File: config.mk
export PLATFORM = sky130hd
export DESIGN_NAME = pu_div_apb_top
export DESIGN_NICKNAME = d
export VERILOG_FILES = /design/src/pu_pkg.sv /design/src/pu_bus_if.sv /design/src/div_pipe.sv /design/src/pu_div.sv /design/src/apb_pu_bridge.sv /design/src/pu_div_apb_top.sv
export VERILOG_INCLUDE_DIRS = /design/src /design/src/include
export SDC_FILE = /design/constraint.sdc
export NUM_CORES = 2
export LEC_CHECK = 0
export ABC_CLOCK_PERIOD_IN_PS = 30000
export BUFFER_PORTS_ARGS = -buffer_cell sky130_fd_sc_hd__buf_2
export CAP_MARGIN = 20
export CORE_MARGIN = 2
export CORE_UTILIZATION = 59
export CTS_CLUSTER_DIAMETER = 120
export CTS_CLUSTER_SIZE = 40
export DETAILED_ROUTE_END_ITERATION = 16
export MAX_ROUTING_LAYER = met4
export PLACE_DENSITY = 0.75
export SYNTH_ARGS = -nofsm -noshare
export SYNTH_HDL_FRONTEND = slang
export SYNTH_SLANG_ARGS = --single-unit
File: constraint.sdc
create_clock -name clk -period 30 [get_ports clk]
set_input_delay 1.5 -clock clk [delete_from_list [all_inputs] [get_ports clk]]
set_output_delay 1.5 -clock clk [all_outputs]
set_load 0.01 [all_outputs]
File: src/include/pu_config.svh
`ifndef PU_CONFIG_SVH
`define PU_CONFIG_SVH

// ==============================
// datapath sizes
// ==============================
`define PU_DATA_WIDTH  32   // must be a multiple of PU_DIV_STAGES
`define PU_ATTR_WIDTH  4    // attribute word is one bit wider than this
`define PU_INVALID_BIT 0
`define PU_DIV_STAGES  4

// ==============================
// register offsets
// ==============================
`define PU_ADDR_NUMER     8'h00
`define PU_ADDR_DENOM     8'h04
`define PU_ADDR_NUMER_INV 8'h08
`define PU_ADDR_DENOM_INV 8'h0C
`define PU_ADDR_QUOT      8'h10
`define PU_ADDR_REM       8'h14

`endif

File: src/pu_pkg.sv
`include "pu_config.svh"

package pu_pkg;

  // operands and results share one width
  typedef logic [`PU_DATA_WIDTH-1:0] data_t;

  // attribute word, flag sits at PU_INVALID_BIT
  typedef logic [`PU_ATTR_WIDTH:0] attr_t;

  typedef logic [7:0] apb_addr_t;  // byte address on the APB side

  // write completes in its first access cycle, a read takes one wait state
  typedef enum logic [1:0] {
    ST_IDLE,
    ST_WRITE,
    ST_READ_WAIT,
    ST_READ_DONE
  } bridge_state_t;

endpackage

File: src/pu_bus_if.sv
interface pu_bus_if #(
  parameter type data_t = logic,
  parameter type attr_t = logic
);

  logic  signal_wr;      // single-cycle write pulse
  logic  signal_wr_sel;  // low latches the numerator, high commits the pair
  data_t data_in;
  attr_t attr_in;

  logic  signal_oe;      // held for the whole read
  logic  signal_oe_sel;  // high picks the quotient
  data_t data_out;
  attr_t attr_out;

  modport ctrl (
    output signal_wr, signal_wr_sel, data_in, attr_in,
    output signal_oe, signal_oe_sel,
    input  data_out, attr_out
  );

  modport unit (
    input  signal_wr, signal_wr_sel, data_in, attr_in,
    input  signal_oe, signal_oe_sel,
    output data_out, attr_out
  );

endinterface

File: src/div_pipe.sv
`include "pu_config.svh"

module div_pipe (
  input  logic          clk,
  input  logic          rst,
  input  pu_pkg::data_t numer,
  input  pu_pkg::data_t denom,
  output pu_pkg::data_t quotient,
  output pu_pkg::data_t remain
);

  localparam int WIDTH  = `PU_DATA_WIDTH;
  localparam int STAGES = `PU_DIV_STAGES;
  localparam int STEPS  = WIDTH / STAGES;

  for (genvar s = 0; s < STAGES; s++) begin : g_stage
    pu_pkg::data_t rem_in;
    pu_pkg::data_t qn_in;    // numerator bits on top, quotient bits shift in below
    pu_pkg::data_t div_in;
    pu_pkg::data_t rem_nx;
    pu_pkg::data_t qn_nx;
    pu_pkg::data_t rem_q;
    pu_pkg::data_t qn_q;
    pu_pkg::data_t div_q;

    if (s == 0) begin : g_first
      assign rem_in = '0;
      assign qn_in  = numer;
      assign div_in = denom;
    end else begin : g_next
      assign rem_in = g_stage[s-1].rem_q;
      assign qn_in  = g_stage[s-1].qn_q;
      assign div_in = g_stage[s-1].div_q;
    end

    // restoring shift-subtract, STEPS bits per stage
    always_comb begin
      logic [WIDTH:0] trial;
      rem_nx = rem_in;
      qn_nx  = qn_in;
      for (int i = 0; i < STEPS; i++) begin
        trial = {rem_nx, qn_nx[WIDTH-1]};
        if (trial >= {1'b0, div_in}) begin
          trial = trial - {1'b0, div_in};
          qn_nx = {qn_nx[WIDTH-2:0], 1'b1};
        end else begin
          qn_nx = {qn_nx[WIDTH-2:0], 1'b0};
        end
        rem_nx = trial[WIDTH-1:0];  // always below the divisor after the step
      end
    end

    always_ff @(posedge clk) begin
      if (rst) begin
        rem_q <= '0;
        qn_q  <= '0;
        div_q <= '0;
      end else begin
        rem_q <= rem_nx;
        qn_q  <= qn_nx;
        div_q <= div_in;  // divisor travels with its item
      end
    end
  end

  // a zero divisor ends up as all ones and the numerator
  assign quotient = g_stage[STAGES-1].qn_q;
  assign remain   = g_stage[STAGES-1].rem_q;

endmodule

File: src/pu_div.sv
`include "pu_config.svh"

module pu_div (
  input logic    clk,
  input logic    rst,
  pu_bus_if.unit bus
);

  localparam int STAGES = `PU_DIV_STAGES;

  // ==============================
  // operand latch
  // ==============================
  pu_pkg::data_t numer_latch;
  pu_pkg::attr_t attr_latch;
  pu_pkg::data_t arg_numer;
  pu_pkg::data_t arg_denom;
  pu_pkg::attr_t attr_numer;
  pu_pkg::attr_t attr_denom;

  always_ff @(posedge clk) begin
    if (rst) begin
      numer_latch <= '0;
      attr_latch  <= '0;
      arg_numer   <= '0;  // zero pair leaves a divide-by-zero in the pipe
      arg_denom   <= '0;
      attr_numer  <= '0;
      attr_denom  <= '0;
    end else if (bus.signal_wr && !bus.signal_wr_sel) begin
      numer_latch <= bus.data_in;
      attr_latch  <= bus.attr_in;
    end else if (bus.signal_wr) begin
      // second write commits both operands at once
      arg_numer  <= numer_latch;
      attr_numer <= attr_latch;
      arg_denom  <= bus.data_in;
      attr_denom <= bus.attr_in;
    end
  end

  // ==============================
  // invalid flag delay line
  // ==============================
  logic [STAGES-1:0] attr_wait;
  logic              pair_invalid;

  assign pair_invalid = attr_numer[`PU_INVALID_BIT] || attr_denom[`PU_INVALID_BIT]
                        || (arg_denom == '0);

  always_ff @(posedge clk) begin
    if (rst) begin
      attr_wait <= '0;
    end else begin
      attr_wait <= {attr_wait[STAGES-2:0], pair_invalid};
    end
  end

  pu_pkg::data_t quotient_result;
  pu_pkg::data_t remain_result;

  div_pipe u_div (
    .clk      (clk),
    .rst      (rst),
    .numer    (arg_numer),
    .denom    (arg_denom),
    .quotient (quotient_result),
    .remain   (remain_result)
  );

  // ==============================
  // output register
  // ==============================
  logic          invalid_result;
  pu_pkg::data_t data_divresult;

  always_ff @(posedge clk) begin
    if (rst) begin
      invalid_result <= 1'b0;
      data_divresult <= '0;
    end else if (bus.signal_oe) begin
      invalid_result <= attr_wait[STAGES-1];  // lines up with the divider outputs
      data_divresult <= bus.signal_oe_sel ? quotient_result : remain_result;
    end
  end

  assign bus.data_out = bus.signal_oe ? data_divresult : '0;
  assign bus.attr_out = bus.signal_oe ?
                        (pu_pkg::attr_t'(invalid_result) << `PU_INVALID_BIT) : '0;

endmodule

File: src/apb_pu_bridge.sv
`include "pu_config.svh"

module apb_pu_bridge (
  input  logic              clk,
  input  logic              rst,
  input  logic              psel,
  input  logic              penable,
  input  logic              pwrite,
  input  pu_pkg::apb_addr_t paddr,
  input  pu_pkg::data_t     pwdata,
  output pu_pkg::data_t     prdata,
  output logic              pready,
  output logic              pslverr,
  pu_bus_if.ctrl            bus
);

  pu_pkg::bridge_state_t state;

  logic is_oper, is_result, is_denom, is_inv, is_quot;
  logic setup;
  logic wr_hit, oe_hit, err_q, wr_sel_q, oe_sel_q;
  pu_pkg::data_t data_q;
  pu_pkg::attr_t attr_q;

  // offset decode, anything else is unmapped
  always_comb begin
    is_oper   = 1'b0;
    is_result = 1'b0;
    is_denom  = 1'b0;
    is_inv    = 1'b0;
    is_quot   = 1'b0;
    case (paddr)
      `PU_ADDR_NUMER:     is_oper = 1'b1;
      `PU_ADDR_DENOM:     begin is_oper = 1'b1; is_denom = 1'b1; end
      `PU_ADDR_NUMER_INV: begin is_oper = 1'b1; is_inv = 1'b1; end
      `PU_ADDR_DENOM_INV: begin is_oper = 1'b1; is_denom = 1'b1; is_inv = 1'b1; end
      `PU_ADDR_QUOT:      begin is_result = 1'b1; is_quot = 1'b1; end
      `PU_ADDR_REM:       is_result = 1'b1;
      default:            ;
    endcase
  end

  assign setup = (state == pu_pkg::ST_IDLE) && psel && !penable;

  always_ff @(posedge clk) begin
    if (rst) begin
      state    <= pu_pkg::ST_IDLE;
      wr_hit   <= 1'b0;
      oe_hit   <= 1'b0;
      err_q    <= 1'b0;
      wr_sel_q <= 1'b0;
      oe_sel_q <= 1'b0;
    end else begin
      case (state)
        pu_pkg::ST_IDLE: if (setup) begin
          state    <= pwrite ? pu_pkg::ST_WRITE : pu_pkg::ST_READ_WAIT;
          wr_hit   <= pwrite && is_oper;    // writes to result offsets are dropped
          oe_hit   <= !pwrite && is_result;
          err_q    <= !(is_oper || is_result);
          wr_sel_q <= is_denom;
          oe_sel_q <= is_quot;
        end
        pu_pkg::ST_READ_WAIT: state <= pu_pkg::ST_READ_DONE;
        default:              state <= pu_pkg::ST_IDLE;
      endcase
    end
  end

  always_ff @(posedge clk) begin
    if (setup) begin
      data_q <= pwdata;
      attr_q <= pu_pkg::attr_t'(is_inv) << `PU_INVALID_BIT;
    end
  end

  assign bus.signal_wr     = (state == pu_pkg::ST_WRITE) && wr_hit;
  assign bus.signal_wr_sel = wr_sel_q;
  assign bus.data_in       = data_q;
  assign bus.attr_in       = attr_q;
  assign bus.signal_oe     = (state == pu_pkg::ST_READ_WAIT || state == pu_pkg::ST_READ_DONE)
                             && oe_hit;
  assign bus.signal_oe_sel = oe_sel_q;

  assign pready  = (state == pu_pkg::ST_WRITE) || (state == pu_pkg::ST_READ_DONE);
  assign prdata  = (state == pu_pkg::ST_READ_DONE) ? bus.data_out : '0;
  assign pslverr = ((state == pu_pkg::ST_WRITE) && err_q) ||
                   ((state == pu_pkg::ST_READ_DONE) && (err_q || bus.attr_out[`PU_INVALID_BIT]));

endmodule

File: src/pu_div_apb_top.sv
module pu_div_apb_top (
  input  logic              clk,
  input  logic              rst,
  input  logic              psel,
  input  logic              penable,
  input  logic              pwrite,
  input  pu_pkg::apb_addr_t paddr,
  input  pu_pkg::data_t     pwdata,
  output pu_pkg::data_t     prdata,
  output logic              pready,
  output logic              pslverr
);

  // strobes between the bridge and the unit
  pu_bus_if #(
    .data_t (pu_pkg::data_t),
    .attr_t (pu_pkg::attr_t)
  ) bus_if ();

  apb_pu_bridge u_bridge (
    .clk     (clk),
    .rst     (rst),
    .psel    (psel),
    .penable (penable),
    .pwrite  (pwrite),
    .paddr   (paddr),
    .pwdata  (pwdata),
    .prdata  (prdata),
    .pready  (pready),
    .pslverr (pslverr),
    .bus     (bus_if.ctrl)
  );

  pu_div u_pu (
    .clk (clk),
    .rst (rst),
    .bus (bus_if.unit)
  );

endmodule

-- Yosys cells after proc, flatten, opt, wreduce, memory -nomap -nowiden
Cells that the tools add are included.
- register bits after elaboration: 528
- bits of input ports: 45
- logic and storage cells: 207
- $add $sub $neg: 32
- magnitude comparators: 32
- eq/ne operators: 9
- muxes and demuxes: 76
- bitwise gates (word level): 1
- reduce and logical (&&, ||, !) cells: 29
- operators by type and width (kind ; count):
    2-to-1 mux 32 bit ; 35
    greater-or-equal comparator 33 x 32 -> 1 bit ; 31
    subtractor 32 bit ; 31
    2-to-1 mux 1 bit ; 38
    greater-or-equal comparator 1 x 32 -> 1 bit ; 1
    logical NOT 32 bit ; 1
    subtractor 1 x 32 -> 32 bit ; 1
    == test 8 x 4 -> 1 bit (second input constant) ; 2
    == test 8 x 5 -> 1 bit (second input constant) ; 2
    logical AND 1 bit ; 9
    == test 8 x 3 -> 1 bit (second input constant) ; 1
    logical NOT 8 bit ; 1
    logical OR 1 bit ; 7
    OR reduction 2 bit ; 3
    == test 2 bit (second input constant) ; 2
    logical NOT 1 bit ; 4
    2-to-1 mux 2 bit ; 2
    one-hot mux 2 bit (2 select lines) ; 1
    AND reduction 2 bit ; 2
    OR reduction 4 bit ; 1
    == test 2 x 1 -> 1 bit (second input constant) ; 1
    logical NOT 2 bit ; 1
    inequality test 2 x 1 -> 1 bit (second input constant) ; 1
    NOT 1 bit ; 1

-- Longest topological paths before layout
- word-level depth: 16
- mapped depth: 136

-- Hierarchy
From an unflattened synthesis, not the netlist that was laid out.
- cells, all modules: 9860
- area, all modules: 75388.6 um2
- by module, submodules not included (module ; times used ; cells each ; area each (um2) ; sequential area each (um2)):
    div_pipe ; 1 ; 9101 ; 68398.1 ; 7046.8
    pu_div ; 1 ; 641 ; 5351.4 ; 2722.6
    apb_pu_bridge ; 1 ; 118 ; 1639.1 ; 1131.1

-- Worst setup path after synthesis
OpenSTA, ideal clock, no wires.
- path type: flip-flop to flip-flop
- start: register u_pu.u_div.g_stage[1].div_q[1]
- end: register u_pu.u_div.g_stage[2].rem_q[11]
- setup time: 0.128 ns
- arrival: 26.837 ns
- data required time: 29.872 ns
- setup slack: 3.036 ns
- cell stages (with the launch flop): 126
- buffers on the path: 15
- period minus slack after synthesis: 26.964 ns
- cell sequence: dfxtp_1 -> inv_1 -> ha_1 -> nor2b_1 -> o31ai_1 -> a21oi_1 -> o21ai_0 -> a2111o_1 -> a211oi_1 -> o21a_1 -> nor2_1 -> buf_1 -> buf_1 -> clkbuf_1 -> a21oi_1 -> ha_1 -> nor2b_1 -> o31ai_2 -> [... 90 more ...] -> o21ai_0 -> a21boi_0 -> o21ai_0 -> a21boi_0 -> o2111a_1 -> o31a_1 -> a41oi_1 -> o311a_1 -> o21ai_0 -> o211a_1 -> o311a_1 -> o21ai_0 -> o21ai_0 -> a211o_1 -> buf_6 -> buf_6 -> mux2i_1 -> nor2_1
- longest elaborated chain between the ends: 16
- RTL lines (element ; line ; text):
    start, declared ; div_pipe.sv:24 ; pu_pkg::data_t div_q;
    start signal, assigned ; div_pipe.sv:61 ; div_q <= div_in;
    subtractor 32 bit / greater-or-equal comparator 33 x 32 -> 1 bit (equally long branches) ; div_pipe.sv:44, div_pipe.sv:43 ;
    2-to-1 mux 32 bit ; div_pipe.sv:43 ; if (trial >= {1'b0, div_in}) begin
    subtractor 32 bit / greater-or-equal comparator 33 x 32 -> 1 bit (equally long branches) ; div_pipe.sv:44, div_pipe.sv:43 ;
    2-to-1 mux 32 bit ; div_pipe.sv:43 ;
    subtractor 32 bit / greater-or-equal comparator 33 x 32 -> 1 bit (equally long branches) ; div_pipe.sv:44, div_pipe.sv:43 ;
    2-to-1 mux 32 bit ; div_pipe.sv:43 ;
    subtractor 32 bit / greater-or-equal comparator 33 x 32 -> 1 bit (equally long branches) ; div_pipe.sv:44, div_pipe.sv:43 ;
    2-to-1 mux 32 bit ; div_pipe.sv:43 ;
    subtractor 32 bit / greater-or-equal comparator 33 x 32 -> 1 bit (equally long branches) ; div_pipe.sv:44, div_pipe.sv:43 ;
    2-to-1 mux 32 bit ; div_pipe.sv:43 ;
    subtractor 32 bit / greater-or-equal comparator 33 x 32 -> 1 bit (equally long branches) ; div_pipe.sv:44, div_pipe.sv:43 ;
    2-to-1 mux 32 bit ; div_pipe.sv:43 ;
    subtractor 32 bit / greater-or-equal comparator 33 x 32 -> 1 bit (equally long branches) ; div_pipe.sv:44, div_pipe.sv:43 ;
    2-to-1 mux 32 bit ; div_pipe.sv:43 ;
    subtractor 32 bit / greater-or-equal comparator 33 x 32 -> 1 bit (equally long branches) ; div_pipe.sv:44, div_pipe.sv:43 ;
    2-to-1 mux 32 bit (*) ; div_pipe.sv:43 ;
    end signal, assigned ; div_pipe.sv:59 ; rem_q <= rem_nx;
    end, declared ; div_pipe.sv:22 ; pu_pkg::data_t rem_q;
Every way passes the cells marked *; elsewhere a longest branch is shown, timed or not.
A chain may end at the register's enable or synchronous reset.

-- Final worst setup path
- start: register u_pu.u_div.g_stage[1].div_q[17]
- end: register u_pu.u_div.g_stage[2].rem_q[0]
- longest elaborated chain between the ends: 16
- RTL lines (element ; line):
    subtractor 32 bit / greater-or-equal comparator 33 x 32 -> 1 bit (equally long branches) ; div_pipe.sv:44, div_pipe.sv:43
    2-to-1 mux 32 bit ; div_pipe.sv:43
    subtractor 32 bit / greater-or-equal comparator 33 x 32 -> 1 bit (equally long branches) ; div_pipe.sv:44, div_pipe.sv:43
    2-to-1 mux 32 bit ; div_pipe.sv:43
    subtractor 32 bit / greater-or-equal comparator 33 x 32 -> 1 bit (equally long branches) ; div_pipe.sv:44, div_pipe.sv:43
    2-to-1 mux 32 bit ; div_pipe.sv:43
    subtractor 32 bit / greater-or-equal comparator 33 x 32 -> 1 bit (equally long branches) ; div_pipe.sv:44, div_pipe.sv:43
    2-to-1 mux 32 bit ; div_pipe.sv:43
    subtractor 32 bit / greater-or-equal comparator 33 x 32 -> 1 bit (equally long branches) ; div_pipe.sv:44, div_pipe.sv:43
    2-to-1 mux 32 bit ; div_pipe.sv:43
    subtractor 32 bit / greater-or-equal comparator 33 x 32 -> 1 bit (equally long branches) ; div_pipe.sv:44, div_pipe.sv:43
    2-to-1 mux 32 bit ; div_pipe.sv:43
    subtractor 32 bit / greater-or-equal comparator 33 x 32 -> 1 bit (equally long branches) ; div_pipe.sv:44, div_pipe.sv:43
    2-to-1 mux 32 bit ; div_pipe.sv:43
    greater-or-equal comparator 33 x 32 -> 1 bit (*) ; div_pipe.sv:43
    2-to-1 mux 32 bit (*) ; div_pipe.sv:43
Marks and branches as above.

==> impl_metrics.json <==
{
  "status": "completed",
  "cts_tree": "done",
  "dieArea_um2": 132000,
  "cts_root_buf": "clkbuf_16",
  "clockBufferDepth": 3,
  "worstMarginPinSlew_ns": 1.10,
  "antenna_found_initial": 17,
  "routedWlPerCell_um": 24.0,
  "hold_class": "flip-flop to flip-flop",
  "area_growth_pct": 7.39,
  "synthDistinctLibCells": 116,
  "die_w_um": 363,
  "utilization_pct": 63.9,
  "wirelength_um": 287000,
  "fin_nets": 11350,
  "dp_cells": 11878,
  "cp_data_arrival_time_ns": 29.59,
  "critPathMostFrequentCell": "o21ai_0",
  "slew_headroom_pct": 26.5,
  "mostFrequentLayoutCell": "ha_1",
  "final_cells": 11980,
  "use_met1_pct": 53.4,
  "yosysSeqAreaShare_pct": 14.4,
  "synth_nets": 11197,
  "core_um2": 128000,
  "async_flop_share_pct": 0,
  "worst-path-max-fanout": 40,
  "min_period_ns": 29.00,
  "finalCritPeriodShare_pct": 96.7,
  "hold_viol": 0,
  "path_class": "flip-flop to flip-flop",
  "slew_violations": 0,
  "setup_violations": 0,
  "worst_setup_path_start_kind": "flip-flop",
  "drc_errors": 0,
  "synthFlopType": "dfxtp_1",
  "synth_warnings": 0,
  "final_cell_mix": "ha_1 (987), a21oi_1 (948), nand2_1 (905)",
  "cts_max_level": 1,
  "grt_first_pass_wirelength_um": 428000,
  "drt_iter0_drc": 8848,
  "nFillCells": 11517,
  "clkLatencyLatePin_ns": 0.69,
  "routed_via_density": 6.65,
  "grt_max_degree": 180,
  "synth_seq_cells": 528,
  "drt_pre_antenna_iters": 8,
  "maxCapViolations": 0,
  "hpwl_um": 230000,
  "cts-hold-fix-buffers": 0,
  "synth_cells": 10127,
  "fin_skew_ns": 0.0503,
  "syn_area_um2": 75900,
  "grt_most_used_layer": "met2",
  "path_clk_slew_ns": 0.14,
  "io_buffers": 78,
  "synth_edf_count": 33,
  "ios": 79,
  "syn-mean-instance-area_um2": 7.50,
  "clock_sinks": 528,
  "endpoint_kind": "flip-flop",
  "grt_remaining_overflow": 0,
  "die_h_um": 363,
  "fmax_mhz": 34.5,
  "grt.total_usage_pct": 42.4,
  "cp_slowest_cell": "or3_2",
  "cts_made_buffers": 25,
  "drive_gt1_share_pct": 10.4,
  "max_stage_delay_ns": 0.76,
  "rows": 131,
  "ant_nets": 0,
  "met3_usage_pct": 6.43,
  "grt_util_met2_pct": 65.9,
  "grt_pass1_vias": 73451,
  "start_util_pct": 59.5,
  "via_count": 79714,
  "critical_path_required_ns": 30.60,
  "gp_congestion": 1.08
}
worst max-delay path, delay by kind of cell (launching register included):
family,cells,cell delay (ns)
multiplexers,4,1.38
buffers and inverters,7,1.65
adder cells (fa/ha/maj),8,2.85
AND/OR/NAND/NOR,26,6.30
flip-flops,1,0.32
AO/OA/AOI/OAI,67,16.32
logic make-up after synthesis:
group	Yosys count	synth area share, %
AOI/OAI and AO/OA	3200	27.5
and+or+nand+nor	3240	20.5
muxes	493	7.08
xor gates and xnor gates	766	8.84
adders and majority gates	1025	17.2
buffers and inverters	875	4.51
DFF	528	14.4
timing repair:
action | in CTS | in global routing
setup endpoints to repair | 25 | 132
buffers inserted | 0 | 29
gates resized for setup | 7 | 112
pin swaps | 1 | 9
gates cloned | 1 | 6
worst paths after layout:
kind         cells past startpoint  slack, ns                              to                       startpoint
max                            112       1.00  u_pu.u_div.g_stage[2].rem_q[0]  u_pu.u_div.g_stage[1].div_q[17]
min                              2       0.43              u_pu.arg_numer[14]             u_pu.numer_latch[14]
max reg2reg                    112       1.00  u_pu.u_div.g_stage[2].rem_q[0]  u_pu.u_div.g_stage[1].div_q[17]
min reg2reg                      2       0.43              u_pu.arg_numer[14]             u_pu.numer_latch[14]
Yosys cell counts, drive strengths merged, types with 129 or more instances:
cell type | count | area share [%]
nor2 | 893 | 4.4
a21oi | 963 | 6.4
o21ai | 599 | 4.0
nand2b | 129 | 1.1
nand2 | 906 | 4.5
ha | 994 | 16
o21bai | 139 | 1.4
mux2i | 154 | 2.0
xnor2 | 509 | 5.9
a211oi | 133 | 1.4
nand3 | 232 | 1.5
xor2 | 257 | 3.0
nor2b | 235 | 1.9
mux2 | 339 | 5.0
o21a | 130 | 1.3
clkbuf | 218 | 1.1
dfxtp | 495 | 13
inv | 556 | 2.7
a21o | 429 | 4.2
nor3 | 176 | 1.2
nand4 | 172 | 1.4
routing by layer:
metal	vias to the layer above	routed length, um
met1	37542	118000
met4	0	17500
met5	-	0
li1	37408	-
met2	3930	126000
met3	834	25900
metrics by stage:
stage          setup WS, ns  hold WS, ns  TNS, ns  area (um2)
2_1_floorplan          3.04        0.414        0       75900
3_3_place_gp         -0.137        0.416   -0.660       79700
3_5_place_dp         -0.309        0.420    -2.04       79700
4_1_cts              0.0613        0.437        0       80800
5_1_grt              -0.124        0.458   -0.232       81500
6_report               1.00        0.432        0       81500
sequential cells by signal (all words and copies together) (netlist names):
name and cells:
u_pu.attr_latch 1, u_pu.data_divresult 32, u_pu.u_div.g_stage.rem_q 96, u_bridge.err_q 1, u_pu.u_div.quotient 32, u_pu.u_div.remain 32, u_bridge.bus.signal_oe_sel 1, u_pu.attr_wait 4
u_pu.numer_latch 32, u_bridge.oe_hit 1, u_pu.u_div.g_stage.div_q 96, u_pu.attr_denom 1, u_pu.u_div.g_stage.qn_q 96, u_pu.invalid_result 1, u_pu.attr_numer 1, u_bridge.bus.data_in 32
u_bridge.bus.attr_in 1, u_bridge.state 2, u_bridge.wr_hit 1, u_pu.arg_denom 32, u_bridge.bus.signal_wr_sel 1, u_pu.arg_numer 32
layout make-up:
cell class                      instances  area (um2)  share of cell area (%)
Multi-Input combinational cell       8731       62100                    76.2
Sequential cell                       528       10900                    13.4
Timing Repair Buffer                  438        3200                    3.93
Inverter                              556        2120                    2.60
Tap cell                             1662        2080                    2.55
Clock buffer                           29         641                   0.786
Clock inverter                         17         395                   0.485
Antenna cell                           19        47.5                  0.0583
Power is not shown: default switching activity piles up to over one toggle a cycle in this logic, so the estimate is an artifact.
